[src/sched_pkg.sv]
package sched_pkg;

    // bank geometry, 2 groups of 2 banks
    localparam int GROUP_BITS    = 1;
    localparam int BANK_BITS     = 1;
    localparam int NUM_BANKS     = 4;
    localparam int BANK_IDX_BITS = GROUP_BITS + BANK_BITS; // group * 2 + bank

    localparam int ROW_BITS  = 8;
    localparam int COL_BITS  = 4;
    localparam int DATA_BITS = 32;

    // request address, low to high: column, bank, group, row
    localparam int REQ_ADDR_BITS = 14;
    localparam int BANK_LSB      = COL_BITS;
    localparam int GROUP_LSB     = BANK_LSB + BANK_BITS;
    localparam int ROW_LSB       = GROUP_LSB + GROUP_BITS;

    localparam int QUEUE_DEPTH = 4; // entries per bank
    localparam int QPTR_BITS   = $clog2(QUEUE_DEPTH);

    // bank timing, in cycles
    localparam int ACT_LATENCY = 8;
    localparam int PRE_LATENCY = 5;
    localparam int TIMER_BITS  = $clog2(ACT_LATENCY + 1);
    localparam int RW_GAP      = 4; // min distance between column commands
    localparam int GAP_BITS    = $clog2(RW_GAP + 1);

    // command codes on cmd_out
    localparam int CMD_BITS = 3;
    localparam logic [CMD_BITS-1:0] CMD_READ      = 3'd0;
    localparam logic [CMD_BITS-1:0] CMD_WRITE     = 3'd1;
    localparam logic [CMD_BITS-1:0] CMD_ACTIVATE  = 3'd2;
    localparam logic [CMD_BITS-1:0] CMD_PRECHARGE = 3'd3;

    // control field in the top bits of the command word
    localparam int CMD_ADDR_BITS = 19;
    localparam int CTRL_BITS     = 5;
    localparam logic [CTRL_BITS-1:0] CTRL_ACTIVATE  = 5'b00000;
    localparam logic [CTRL_BITS-1:0] CTRL_WRITE     = 5'b01100;
    localparam logic [CTRL_BITS-1:0] CTRL_READ      = 5'b01101;
    localparam logic [CTRL_BITS-1:0] CTRL_PRECHARGE = 5'b01010;

    localparam int ROW_PAD_BITS = CMD_ADDR_BITS - CTRL_BITS - BANK_IDX_BITS - ROW_BITS;
    localparam int COL_PAD_BITS = CMD_ADDR_BITS - CTRL_BITS - BANK_IDX_BITS - COL_BITS;

    // one command word, seen with a row or with a column in the low bits
    typedef union packed {
        struct packed {
            logic [CTRL_BITS-1:0]    code;
            logic [GROUP_BITS-1:0]   group;
            logic [BANK_BITS-1:0]    bank;
            logic [ROW_PAD_BITS-1:0] pad;
            logic [ROW_BITS-1:0]     row;
        } row_view; // activate

        struct packed {
            logic [CTRL_BITS-1:0]    code;
            logic [GROUP_BITS-1:0]   group;
            logic [BANK_BITS-1:0]    bank;
            logic [COL_PAD_BITS-1:0] pad;
            logic [COL_BITS-1:0]     col;
        } col_view; // read, write, precharge
    } cmd_addr_u;

endpackage

[src/bank_queue.sv]
`timescale 1ns/1ps

module bank_queue (
    input  logic                            clk_in,
    input  logic                            rst_in,
    input  logic                            enq,
    input  logic                            deq,
    input  logic [sched_pkg::ROW_BITS-1:0]  in_row,
    input  logic [sched_pkg::COL_BITS-1:0]  in_col,
    input  logic                            in_write,
    input  logic [sched_pkg::DATA_BITS-1:0] in_data,
    output logic                            full,
    output logic                            empty,
    output logic [sched_pkg::ROW_BITS-1:0]  head_row,
    output logic [sched_pkg::COL_BITS-1:0]  head_col,
    output logic                            head_write,
    output logic [sched_pkg::DATA_BITS-1:0] head_data
);

    logic [sched_pkg::ROW_BITS-1:0]  row_mem   [sched_pkg::QUEUE_DEPTH];
    logic [sched_pkg::COL_BITS-1:0]  col_mem   [sched_pkg::QUEUE_DEPTH];
    logic                            write_mem [sched_pkg::QUEUE_DEPTH];
    logic [sched_pkg::DATA_BITS-1:0] data_mem  [sched_pkg::QUEUE_DEPTH];

    logic [sched_pkg::QPTR_BITS-1:0] wr_ptr;
    logic [sched_pkg::QPTR_BITS-1:0] rd_ptr;
    logic [sched_pkg::QPTR_BITS:0]   count; // one extra bit to tell full from empty
    logic                            push;
    logic                            pop;

    assign full  = (count == sched_pkg::QUEUE_DEPTH[sched_pkg::QPTR_BITS:0]);
    assign empty = (count == '0);

    assign push = enq && !full;
    assign pop  = deq && !empty;

    always_ff @(posedge clk_in or posedge rst_in) begin
        if (rst_in) begin
            wr_ptr <= '0;
            rd_ptr <= '0;
            count  <= '0;
        end else begin
            if (push) wr_ptr <= wr_ptr + 1'b1; // depth is a power of two, wraps by itself
            if (pop) rd_ptr <= rd_ptr + 1'b1;
            if (push && !pop) begin
                count <= count + 1'b1;
            end else if (pop && !push) begin
                count <= count - 1'b1;
            end
        end
    end

    // entry storage
    always_ff @(posedge clk_in) begin
        if (push) begin
            row_mem[wr_ptr]   <= in_row;
            col_mem[wr_ptr]   <= in_col;
            write_mem[wr_ptr] <= in_write;
            data_mem[wr_ptr]  <= in_data;
        end
    end

    // oldest request of this bank
    assign head_row   = row_mem[rd_ptr];
    assign head_col   = col_mem[rd_ptr];
    assign head_write = write_mem[rd_ptr];
    assign head_data  = data_mem[rd_ptr];

endmodule

[src/bank_tracker.sv]
`timescale 1ns/1ps

module bank_tracker (
    input  logic                                                 clk_in,
    input  logic                                                 rst_in,
    input  logic [sched_pkg::NUM_BANKS-1:0]                      act,
    input  logic [sched_pkg::NUM_BANKS-1:0]                      pre,
    input  logic [sched_pkg::ROW_BITS-1:0]                       act_row,
    output logic [sched_pkg::NUM_BANKS-1:0]                      open,
    output logic [sched_pkg::NUM_BANKS-1:0][sched_pkg::ROW_BITS-1:0] open_row,
    output logic [sched_pkg::NUM_BANKS-1:0]                      busy
);

    // remaining activate or precharge latency per bank
    logic [sched_pkg::NUM_BANKS-1:0][sched_pkg::TIMER_BITS-1:0] timer;

    always_ff @(posedge clk_in or posedge rst_in) begin
        if (rst_in) begin
            open  <= '0;
            timer <= '0;
        end else begin
            for (int b = 0; b < sched_pkg::NUM_BANKS; b++) begin
                if (act[b]) begin
                    open[b]  <= 1'b1;
                    timer[b] <= sched_pkg::ACT_LATENCY[sched_pkg::TIMER_BITS-1:0];
                end else if (pre[b]) begin
                    open[b]  <= 1'b0;
                    timer[b] <= sched_pkg::PRE_LATENCY[sched_pkg::TIMER_BITS-1:0];
                end else if (timer[b] != '0) begin
                    timer[b] <= timer[b] - 1'b1;
                end
            end
        end
    end

    // row is only meaningful while the bank is open
    always_ff @(posedge clk_in) begin
        for (int b = 0; b < sched_pkg::NUM_BANKS; b++) begin
            if (act[b]) open_row[b] <= act_row;
        end
    end

    always_comb begin
        for (int b = 0; b < sched_pkg::NUM_BANKS; b++) begin
            busy[b] = (timer[b] != '0);
        end
    end

endmodule

[src/command_arbiter.sv]
`timescale 1ns/1ps

module command_arbiter (
    input  logic clk_in,
    input  logic rst_in,
    input  logic cmd_ready,
    input  logic bursting,
    input  logic [sched_pkg::NUM_BANKS-1:0]                           empty,
    input  logic [sched_pkg::NUM_BANKS-1:0][sched_pkg::ROW_BITS-1:0]  head_row,
    input  logic [sched_pkg::NUM_BANKS-1:0][sched_pkg::COL_BITS-1:0]  head_col,
    input  logic [sched_pkg::NUM_BANKS-1:0]                           head_write,
    input  logic [sched_pkg::NUM_BANKS-1:0][sched_pkg::DATA_BITS-1:0] head_data,
    input  logic [sched_pkg::NUM_BANKS-1:0]                           open,
    input  logic [sched_pkg::NUM_BANKS-1:0][sched_pkg::ROW_BITS-1:0]  open_row,
    input  logic [sched_pkg::NUM_BANKS-1:0]                           busy,
    output logic [sched_pkg::NUM_BANKS-1:0] deq,
    output logic [sched_pkg::NUM_BANKS-1:0] act,
    output logic [sched_pkg::NUM_BANKS-1:0] pre,
    output logic [sched_pkg::ROW_BITS-1:0]  act_row,
    output logic                            valid_out,
    output logic [sched_pkg::CMD_BITS-1:0]  cmd_out,
    output sched_pkg::cmd_addr_u            addr_out,
    output logic [sched_pkg::DATA_BITS-1:0] val_out
);

    logic [sched_pkg::NUM_BANKS-1:0]     ready, row_hit;
    logic [sched_pkg::NUM_BANKS-1:0]     need_rd, need_wr, need_act, need_pre;
    logic [sched_pkg::GAP_BITS-1:0]      gap_cnt; // cycles since last read or write, saturating
    logic                                gap_ok;
    logic                                pick_valid;
    logic                                col_issue;
    logic [sched_pkg::CMD_BITS-1:0]      pick_cmd;
    logic [sched_pkg::BANK_IDX_BITS-1:0] pick_bank;
    sched_pkg::cmd_addr_u                next_addr;

    function automatic logic [sched_pkg::BANK_IDX_BITS-1:0] lowest(
        input logic [sched_pkg::NUM_BANKS-1:0] req
    );
        logic [sched_pkg::BANK_IDX_BITS-1:0] idx;
        idx = '0;
        for (int b = sched_pkg::NUM_BANKS - 1; b >= 0; b--) begin
            if (req[b]) idx = b[sched_pkg::BANK_IDX_BITS-1:0];
        end
        return idx;
    endfunction

    // what each bank head needs next
    always_comb begin
        for (int b = 0; b < sched_pkg::NUM_BANKS; b++) begin
            ready[b]    = !empty[b] && !busy[b];
            row_hit[b]  = open[b] && (open_row[b] == head_row[b]);
            need_rd[b]  = ready[b] && row_hit[b] && !head_write[b];
            need_wr[b]  = ready[b] && row_hit[b] && head_write[b];
            need_act[b] = ready[b] && !open[b];
            need_pre[b] = ready[b] && open[b] && !row_hit[b]; // row conflict
        end
    end

    assign gap_ok = (gap_cnt >= sched_pkg::RW_GAP[sched_pkg::GAP_BITS-1:0]);

    // read, write, activate, precharge; lowest bank wins within a type
    always_comb begin
        pick_cmd   = sched_pkg::CMD_READ;
        pick_bank  = '0;
        pick_valid = cmd_ready;
        if (gap_ok && (|need_rd)) begin
            pick_bank = lowest(need_rd);
        end else if (bursting) begin
            pick_valid = 1'b0; // reads only during a burst
        end else if (gap_ok && (|need_wr)) begin
            pick_cmd  = sched_pkg::CMD_WRITE;
            pick_bank = lowest(need_wr);
        end else if (|need_act) begin
            pick_cmd  = sched_pkg::CMD_ACTIVATE;
            pick_bank = lowest(need_act);
        end else if (|need_pre) begin
            pick_cmd  = sched_pkg::CMD_PRECHARGE;
            pick_bank = lowest(need_pre);
        end else begin
            pick_valid = 1'b0;
        end
    end

    assign col_issue = pick_valid &&
        ((pick_cmd == sched_pkg::CMD_READ) || (pick_cmd == sched_pkg::CMD_WRITE));

    // pop and bank updates happen at the same edge as the output register
    always_comb begin
        deq = '0;
        act = '0;
        pre = '0;
        deq[pick_bank] = col_issue;
        act[pick_bank] = pick_valid && (pick_cmd == sched_pkg::CMD_ACTIVATE);
        pre[pick_bank] = pick_valid && (pick_cmd == sched_pkg::CMD_PRECHARGE);
    end

    assign act_row = head_row[pick_bank];

    always_comb begin
        next_addr = '0; // pad bits stay zero
        if (pick_cmd == sched_pkg::CMD_ACTIVATE) begin
            next_addr.row_view.code  = sched_pkg::CTRL_ACTIVATE;
            next_addr.row_view.group = pick_bank[sched_pkg::BANK_IDX_BITS-1 -: sched_pkg::GROUP_BITS];
            next_addr.row_view.bank  = pick_bank[sched_pkg::BANK_BITS-1:0];
            next_addr.row_view.row   = head_row[pick_bank];
        end else begin
            case (pick_cmd)
                sched_pkg::CMD_WRITE: next_addr.col_view.code = sched_pkg::CTRL_WRITE;
                sched_pkg::CMD_PRECHARGE: next_addr.col_view.code = sched_pkg::CTRL_PRECHARGE;
                default: next_addr.col_view.code = sched_pkg::CTRL_READ;
            endcase
            next_addr.col_view.group = pick_bank[sched_pkg::BANK_IDX_BITS-1 -: sched_pkg::GROUP_BITS];
            next_addr.col_view.bank  = pick_bank[sched_pkg::BANK_BITS-1:0];
            next_addr.col_view.col   = head_col[pick_bank];
        end
    end

    always_ff @(posedge clk_in or posedge rst_in) begin
        if (rst_in) begin
            valid_out <= 1'b0;
            cmd_out   <= '0;
            addr_out  <= '0;
            val_out   <= '0;
            gap_cnt   <= sched_pkg::RW_GAP[sched_pkg::GAP_BITS-1:0]; // first column cmd may go at once
        end else begin
            valid_out <= pick_valid;
            if (pick_valid) begin
                cmd_out  <= pick_cmd; // held between pulses
                addr_out <= next_addr;
            end
            val_out <= (pick_valid && (pick_cmd == sched_pkg::CMD_WRITE)) ?
                       head_data[pick_bank] : '0;
            if (col_issue) begin
                gap_cnt <= {{(sched_pkg::GAP_BITS-1){1'b0}}, 1'b1};
            end else if (!gap_ok) begin
                gap_cnt <= gap_cnt + 1'b1;
            end
        end
    end

endmodule

[src/request_router.sv]
`timescale 1ns/1ps

module request_router (
    input  logic [sched_pkg::REQ_ADDR_BITS-1:0] mem_bus_addr_in,
    input  logic                                valid_in,
    input  logic                                write_in,
    input  logic [sched_pkg::DATA_BITS-1:0]     val_in,
    input  logic [sched_pkg::NUM_BANKS-1:0]     full,
    output logic [sched_pkg::NUM_BANKS-1:0]     enq,
    output logic [sched_pkg::ROW_BITS-1:0]      entry_row,
    output logic [sched_pkg::COL_BITS-1:0]      entry_col,
    output logic                                entry_write,
    output logic [sched_pkg::DATA_BITS-1:0]     entry_data,
    output logic                                req_full
);

    logic [sched_pkg::GROUP_BITS-1:0]    req_group;
    logic [sched_pkg::BANK_BITS-1:0]     req_bank;
    logic [sched_pkg::BANK_IDX_BITS-1:0] bank_idx;
    logic                                accept;

    // address fields
    assign entry_col = mem_bus_addr_in[sched_pkg::COL_BITS-1:0];
    assign req_bank  = mem_bus_addr_in[sched_pkg::BANK_LSB +: sched_pkg::BANK_BITS];
    assign req_group = mem_bus_addr_in[sched_pkg::GROUP_LSB +: sched_pkg::GROUP_BITS];
    assign entry_row = mem_bus_addr_in[sched_pkg::ROW_LSB +: sched_pkg::ROW_BITS];

    assign bank_idx = {req_group, req_bank}; // flat index, group * 2 + bank

    assign entry_write = write_in;
    assign entry_data  = val_in;

    // a single full bank stalls every request, the source sees one level
    assign req_full = |full;
    assign accept   = valid_in && !req_full;

    always_comb begin
        enq           = '0;
        enq[bank_idx] = accept;
    end

endmodule

[src/request_scheduler.sv]
`timescale 1ns/1ps

module request_scheduler (
    input  logic                                clk_in,
    input  logic                                rst_in,
    input  logic [sched_pkg::REQ_ADDR_BITS-1:0] mem_bus_addr_in,
    input  logic                                valid_in,
    input  logic                                write_in,
    input  logic [sched_pkg::DATA_BITS-1:0]     val_in,
    input  logic                                cmd_ready,
    input  logic                                bursting,
    output logic                                req_full,
    output logic                                valid_out,
    output logic [sched_pkg::CMD_BITS-1:0]      cmd_out,
    output sched_pkg::cmd_addr_u                addr_out,
    output logic [sched_pkg::DATA_BITS-1:0]     val_out
);

    // router to queues
    logic [sched_pkg::NUM_BANKS-1:0] enq, full, empty, deq;
    logic [sched_pkg::ROW_BITS-1:0]  entry_row;
    logic [sched_pkg::COL_BITS-1:0]  entry_col;
    logic                            entry_write;
    logic [sched_pkg::DATA_BITS-1:0] entry_data;

    // queue heads
    logic [sched_pkg::NUM_BANKS-1:0][sched_pkg::ROW_BITS-1:0]  head_row;
    logic [sched_pkg::NUM_BANKS-1:0][sched_pkg::COL_BITS-1:0]  head_col;
    logic [sched_pkg::NUM_BANKS-1:0]                           head_write;
    logic [sched_pkg::NUM_BANKS-1:0][sched_pkg::DATA_BITS-1:0] head_data;

    // arbiter and bank state
    logic [sched_pkg::NUM_BANKS-1:0]                          act, pre, open, busy;
    logic [sched_pkg::ROW_BITS-1:0]                           act_row;
    logic [sched_pkg::NUM_BANKS-1:0][sched_pkg::ROW_BITS-1:0] open_row;

    request_router u_request_router (
        .mem_bus_addr_in(mem_bus_addr_in), .valid_in(valid_in), .write_in(write_in),
        .val_in(val_in), .full(full), .enq(enq), .entry_row(entry_row),
        .entry_col(entry_col), .entry_write(entry_write), .entry_data(entry_data),
        .req_full(req_full)
    );

    for (genvar b = 0; b < sched_pkg::NUM_BANKS; b++) begin : g_bank
        bank_queue u_bank_queue (
            .clk_in(clk_in), .rst_in(rst_in), .enq(enq[b]), .deq(deq[b]),
            .in_row(entry_row), .in_col(entry_col), .in_write(entry_write),
            .in_data(entry_data), .full(full[b]), .empty(empty[b]),
            .head_row(head_row[b]), .head_col(head_col[b]),
            .head_write(head_write[b]), .head_data(head_data[b])
        );
    end

    bank_tracker u_bank_tracker (
        .clk_in(clk_in), .rst_in(rst_in), .act(act), .pre(pre), .act_row(act_row),
        .open(open), .open_row(open_row), .busy(busy)
    );

    command_arbiter u_command_arbiter (
        .clk_in(clk_in), .rst_in(rst_in), .cmd_ready(cmd_ready), .bursting(bursting),
        .empty(empty), .head_row(head_row), .head_col(head_col),
        .head_write(head_write), .head_data(head_data), .open(open),
        .open_row(open_row), .busy(busy), .deq(deq), .act(act), .pre(pre),
        .act_row(act_row), .valid_out(valid_out), .cmd_out(cmd_out),
        .addr_out(addr_out), .val_out(val_out)
    );

endmodule

[config.mk]
export PLATFORM = sky130hd
export DESIGN_NAME = request_scheduler
export DESIGN_NICKNAME = d
export VERILOG_FILES = /design/src/sched_pkg.sv /design/src/bank_queue.sv /design/src/bank_tracker.sv /design/src/command_arbiter.sv /design/src/request_router.sv /design/src/request_scheduler.sv
export SDC_FILE = /design/constraint.sdc
export NUM_CORES = 1
export LEC_CHECK = 0
export BUFFER_PORTS_ARGS = -buffer_cell sky130_fd_sc_hd__buf_2
export CORE_ASPECT_RATIO = 0.6
export CORE_MARGIN = 5
export CORE_UTILIZATION = 45
export CTS_BUF_LIST = sky130_fd_sc_hd__clkbuf_2
export DETAILED_ROUTE_END_ITERATION = 12
export HOLD_SLACK_MARGIN = 0.12
export PLACE_DENSITY_LB_ADDON = 0.25
export SYNTH_ARGS = -nofsm -noshare
export SYNTH_HDL_FRONTEND = slang
export SYNTH_HIERARCHICAL = 1
export SYNTH_SLANG_ARGS = --single-unit
[constraint.sdc]
create_clock -name clk_in -period 5.2 [get_ports clk_in]
set_input_delay 0.52 -clock clk_in [delete_from_list [all_inputs] [get_ports clk_in]]
set_output_delay 0.52 -clock clk_in [all_outputs]
set_load 0.01 [all_outputs]
==> reports/metrics.yaml <==
status: "finished clean"
hold_path.class: "in2reg"
worstPathMaxFanout: 44
min_period_ps: 4890
critical_path_depth: 10
vias: 17698
cp_top_family: "multiplexers"
crit_path_start_kind: "flip-flop"
num_rows: 78
dieArea_um2: 82000
drc_errors: 0
avgRoutedWirePerCell_um: 25.4
setup_viol: 0
fin_setup_tns_ps: 0
worst_slew_pin_slew_ps: 985
viasPerCell: 5.54
power_frac_comb_pct: 15.8
netlist_area_um2: 34300
cpPeakStageDelay_ps: 800
pin_count: 108
timing.fmax_ghz: 0.205
syn_area_per_cell_um2: 20.3
cts_tree: "built"
synth_flop_cell: "edfxtp_1"
cts_root_buf: "clkbuf_2"
p_sw_share_pct: 28.7
met2_usage_pct: 28.8
cts.sinks: 852
p_sw_mw: 4.31
yosysWarningCount: 6
drive_above_1_share_pct: 34.0
power.share.sequential_pct: 55.4
cts.path.max_buffers: 3
start_util_pct: 45.4
path_clk_slew_ps: 110
grt_max_degree: 52
synth_area_leader_cell: "edfxtp_1"
reg2regPathDepth: 10
routed_wl_mm: 81.2
fin_util_pct: 50.9
synth_edf_count: 752
drt_first_pass_iters: 6
use_met1_pct: 30.5
dpl.hpwl_mm: 49.2
leakagePower_nw: 13.5
grt_pass1_wl_mm: 121
finClkSkew_ps: 69.4
core_area_um2: 75500
clkLatencyLatePin_ps: 1360
finalHoldViolations: 0
cts_inserted_buffers: 190
antenna_found_initial: 3
power_density_nw_per_um2: 391
async_flop_share_pct: 11.7
worstPathArrival_ps: 5900
synthCells: 1690
h-tree-depth: 4
path_cells: "mux4_2 > xnor2_1 > nand3_1 > nor3_1 > and3b_1 > o31a_2 > a31oi_1 > a22oi_2 > buf_4 > mux2i_1"
grt_use_met3_pct: 5.08
period_share_pct: 94.0
grt_overflow: 0
busiest_layer: "met1"
cts_setup_buffers: 0
ys_ff_latch: 852
whs_path_depth: 6
grt_setup_unrepaired: "no"
drtIter0Drc: 1980
ys_seq_area_share_pct: 73.1
crit_path_end_kind: "flip-flop"
required_ps: 6210
portBuffers: 101
power_frac_clock_pct: 28.8
p_total_mw: 15.0
cap_violations: 0
track_usage_pct: 20.0
p_int_mw: 10.7
grt_pass1_vias: 18506
synth_cell_types: 69
chipWidth_um: 366
slowest_stage: "mux2i_1"
antenna_left: 0
die_h_um: 224
fin_nets: 2121
slew_headroom_pct: 34.3
synth_top_cell_area_share_pct: 65.8
worst_ir_drop_vdd_uv: 228
synth_area_leaders: "edfxtp_1, mux4_2, dfrtp_1"
syn_to_final_growth_pct: 12.1
maxSlewViolCount: 0
place.gp.congestion: 0.927
crit_type: "reg2reg"
whs_ps: 356
path_buf_inv: 1
cells by family (layout without fill, tap and decap cells):
group | Yosys count | in the layout | synth area share, %
AOI/OAI and AO/OA | 94 | 94 | 2.17
xor gates and xnor gates | 65 | 65 | 1.66
adders and majority gates | 34 | 34 | 1.33
buffers and inverters | 161 | 657 | 3.53
DFF | 852 | 852 | 73.1
muxes | 289 | 289 | 15.1
other | 1 | 9 | 0.0109
and+or+nand+nor | 194 | 194 | 3.05
stage by stage:
step / area (µm²) / std cells / worst slack, ps
CTS: 38400 / 3191 / 418
global placement: 35600 / 2738 / 529
global route: 38400 / 3193 / 96.4
floorplan: 34300 / 1695 / 777
detailed placement: 35600 / 2738 / 457
finish: 38400 / 3194 / 313
cell usage after synthesis, types with 6 or more instances:
| cell type | n |
|---|---|
| a211oi_1 | 26 |
| a21o_1 | 6 |
| a21oi_1 | 9 |
| and2_1 | 19 |
| buf_12 | 9 |
| buf_2 | 27 |
| buf_4 | 56 |
| buf_6 | 21 |
| dfrtp_1 | 99 |
| edfxtp_1 | 752 |
| ha_1 | 30 |
| inv_1 | 37 |
| mux2_2 | 41 |
| mux2i_1 | 68 |
| mux4_2 | 180 |
| nand2_1 | 25 |
| nand3_1 | 14 |
| nand3b_1 | 7 |
| nand4_1 | 9 |
| nor2_1 | 65 |
| nor3_1 | 11 |
| nor4_1 | 10 |
| o21ai_0 | 6 |
| xnor2_1 | 52 |
| xor2_1 | 13 |
layout by cell type (no fill, tap or decap), drive strengths merged, types with 13 or more instances in the layout:
master,instances
edfxtp,752
clkbuf,295
mux4,180
buf,167
dlygate4sd3,105
dfrtp,99
mux2i,68
nor2,65
xnor2,52
clkinv,42
mux2,41
inv,41
ha,30
a211oi,29
nand2,25
and2,19
nand3,14
xor2,13
power groups by stage:
| stage | Clock, mW | Combinational [mW] | Sequential (mW) |
|---|---|---|---|
| floorplan | 0 | 1.65 | 8.41 |
| global placement | 0 | 2.22 | 8.44 |
| detailed placement | 0 | 2.29 | 8.47 |
| CTS | 4.50 | 2.37 | 8.32 |
| global route | 4.88 | 2.56 | 8.38 |
| finish | 4.33 | 2.37 | 8.32 |
routing by layer:
layer | up-vias | routed length [µm]
met3 | 107 | 6700
met5 | - | 13
li1 | 7537 | -
met2 | 792 | 35500
met4 | 2 | 1270
met1 | 9260 | 37800
final cells by class:
class / instances / area [µm²]
antenna: 3 / 7.51
clock buffer: 295 / 1480
clock inverter: 53 / 340
fill: 6236 / 37100
inverter: 37 / 140
multi-input combinational: 682 / 8060
sequential: 852 / 25100
tap: 1000 / 1250
timing repair buffer: 272 / 2060
worst min-delay path, cell delays in order:
cell,delay (ps)
dlygate4sd3_1,530
buf_2,130
nand3b_1,90
nor2_1,40
nor2b_1,200
xnor2_1,150
state kept, by name (all words and copies together) (netlist names), 3 cells and up:
register,count
u_bank_tracker/timer,16
u_command_arbiter/addr_out,14
g_bank.u_bank_queue/rd_ptr,8
g_bank.u_bank_queue/count,12
g_bank.u_bank_queue/write_mem,16
g_bank.u_bank_queue/col_mem,64
g_bank.u_bank_queue/row_mem,128
u_bank_tracker/open,4
g_bank.u_bank_queue/wr_ptr,8
u_command_arbiter/gap_cnt,3
u_bank_tracker/open_row,32
g_bank.u_bank_queue/data_mem,512
u_command_arbiter/val_out,32
worst paths after layout:
kind | slack (ps) | startpoint | end
setup / recovery | 310 | g_bank[1].u_bank_queue/rd_ptr[0] | u_bank_tracker/open_row[5]
hold / removal | 360 | mem_bus_addr_in[4] | g_bank[1].u_bank_queue/wr_ptr[0]
setup reg to reg | 310 | g_bank[1].u_bank_queue/rd_ptr[0] | u_bank_tracker/open_row[5]
hold reg to reg | 490 | u_command_arbiter/addr_out[15] | u_command_arbiter/addr_out[15]
max in group asynchronous | 3690 | rst_in | u_command_arbiter/addr_out[2]
min in group asynchronous | 380 | rst_in | g_bank[2].u_bank_queue/wr_ptr[1]
timing repair:
| item | in CTS | in global routing |
|---|---|---|
| resized for setup | 0 | 0 |
| hold buffers | 105 | 0 |
| hold endpoints to repair | 993 | 0 |
(Power assumes the default switching activity.)
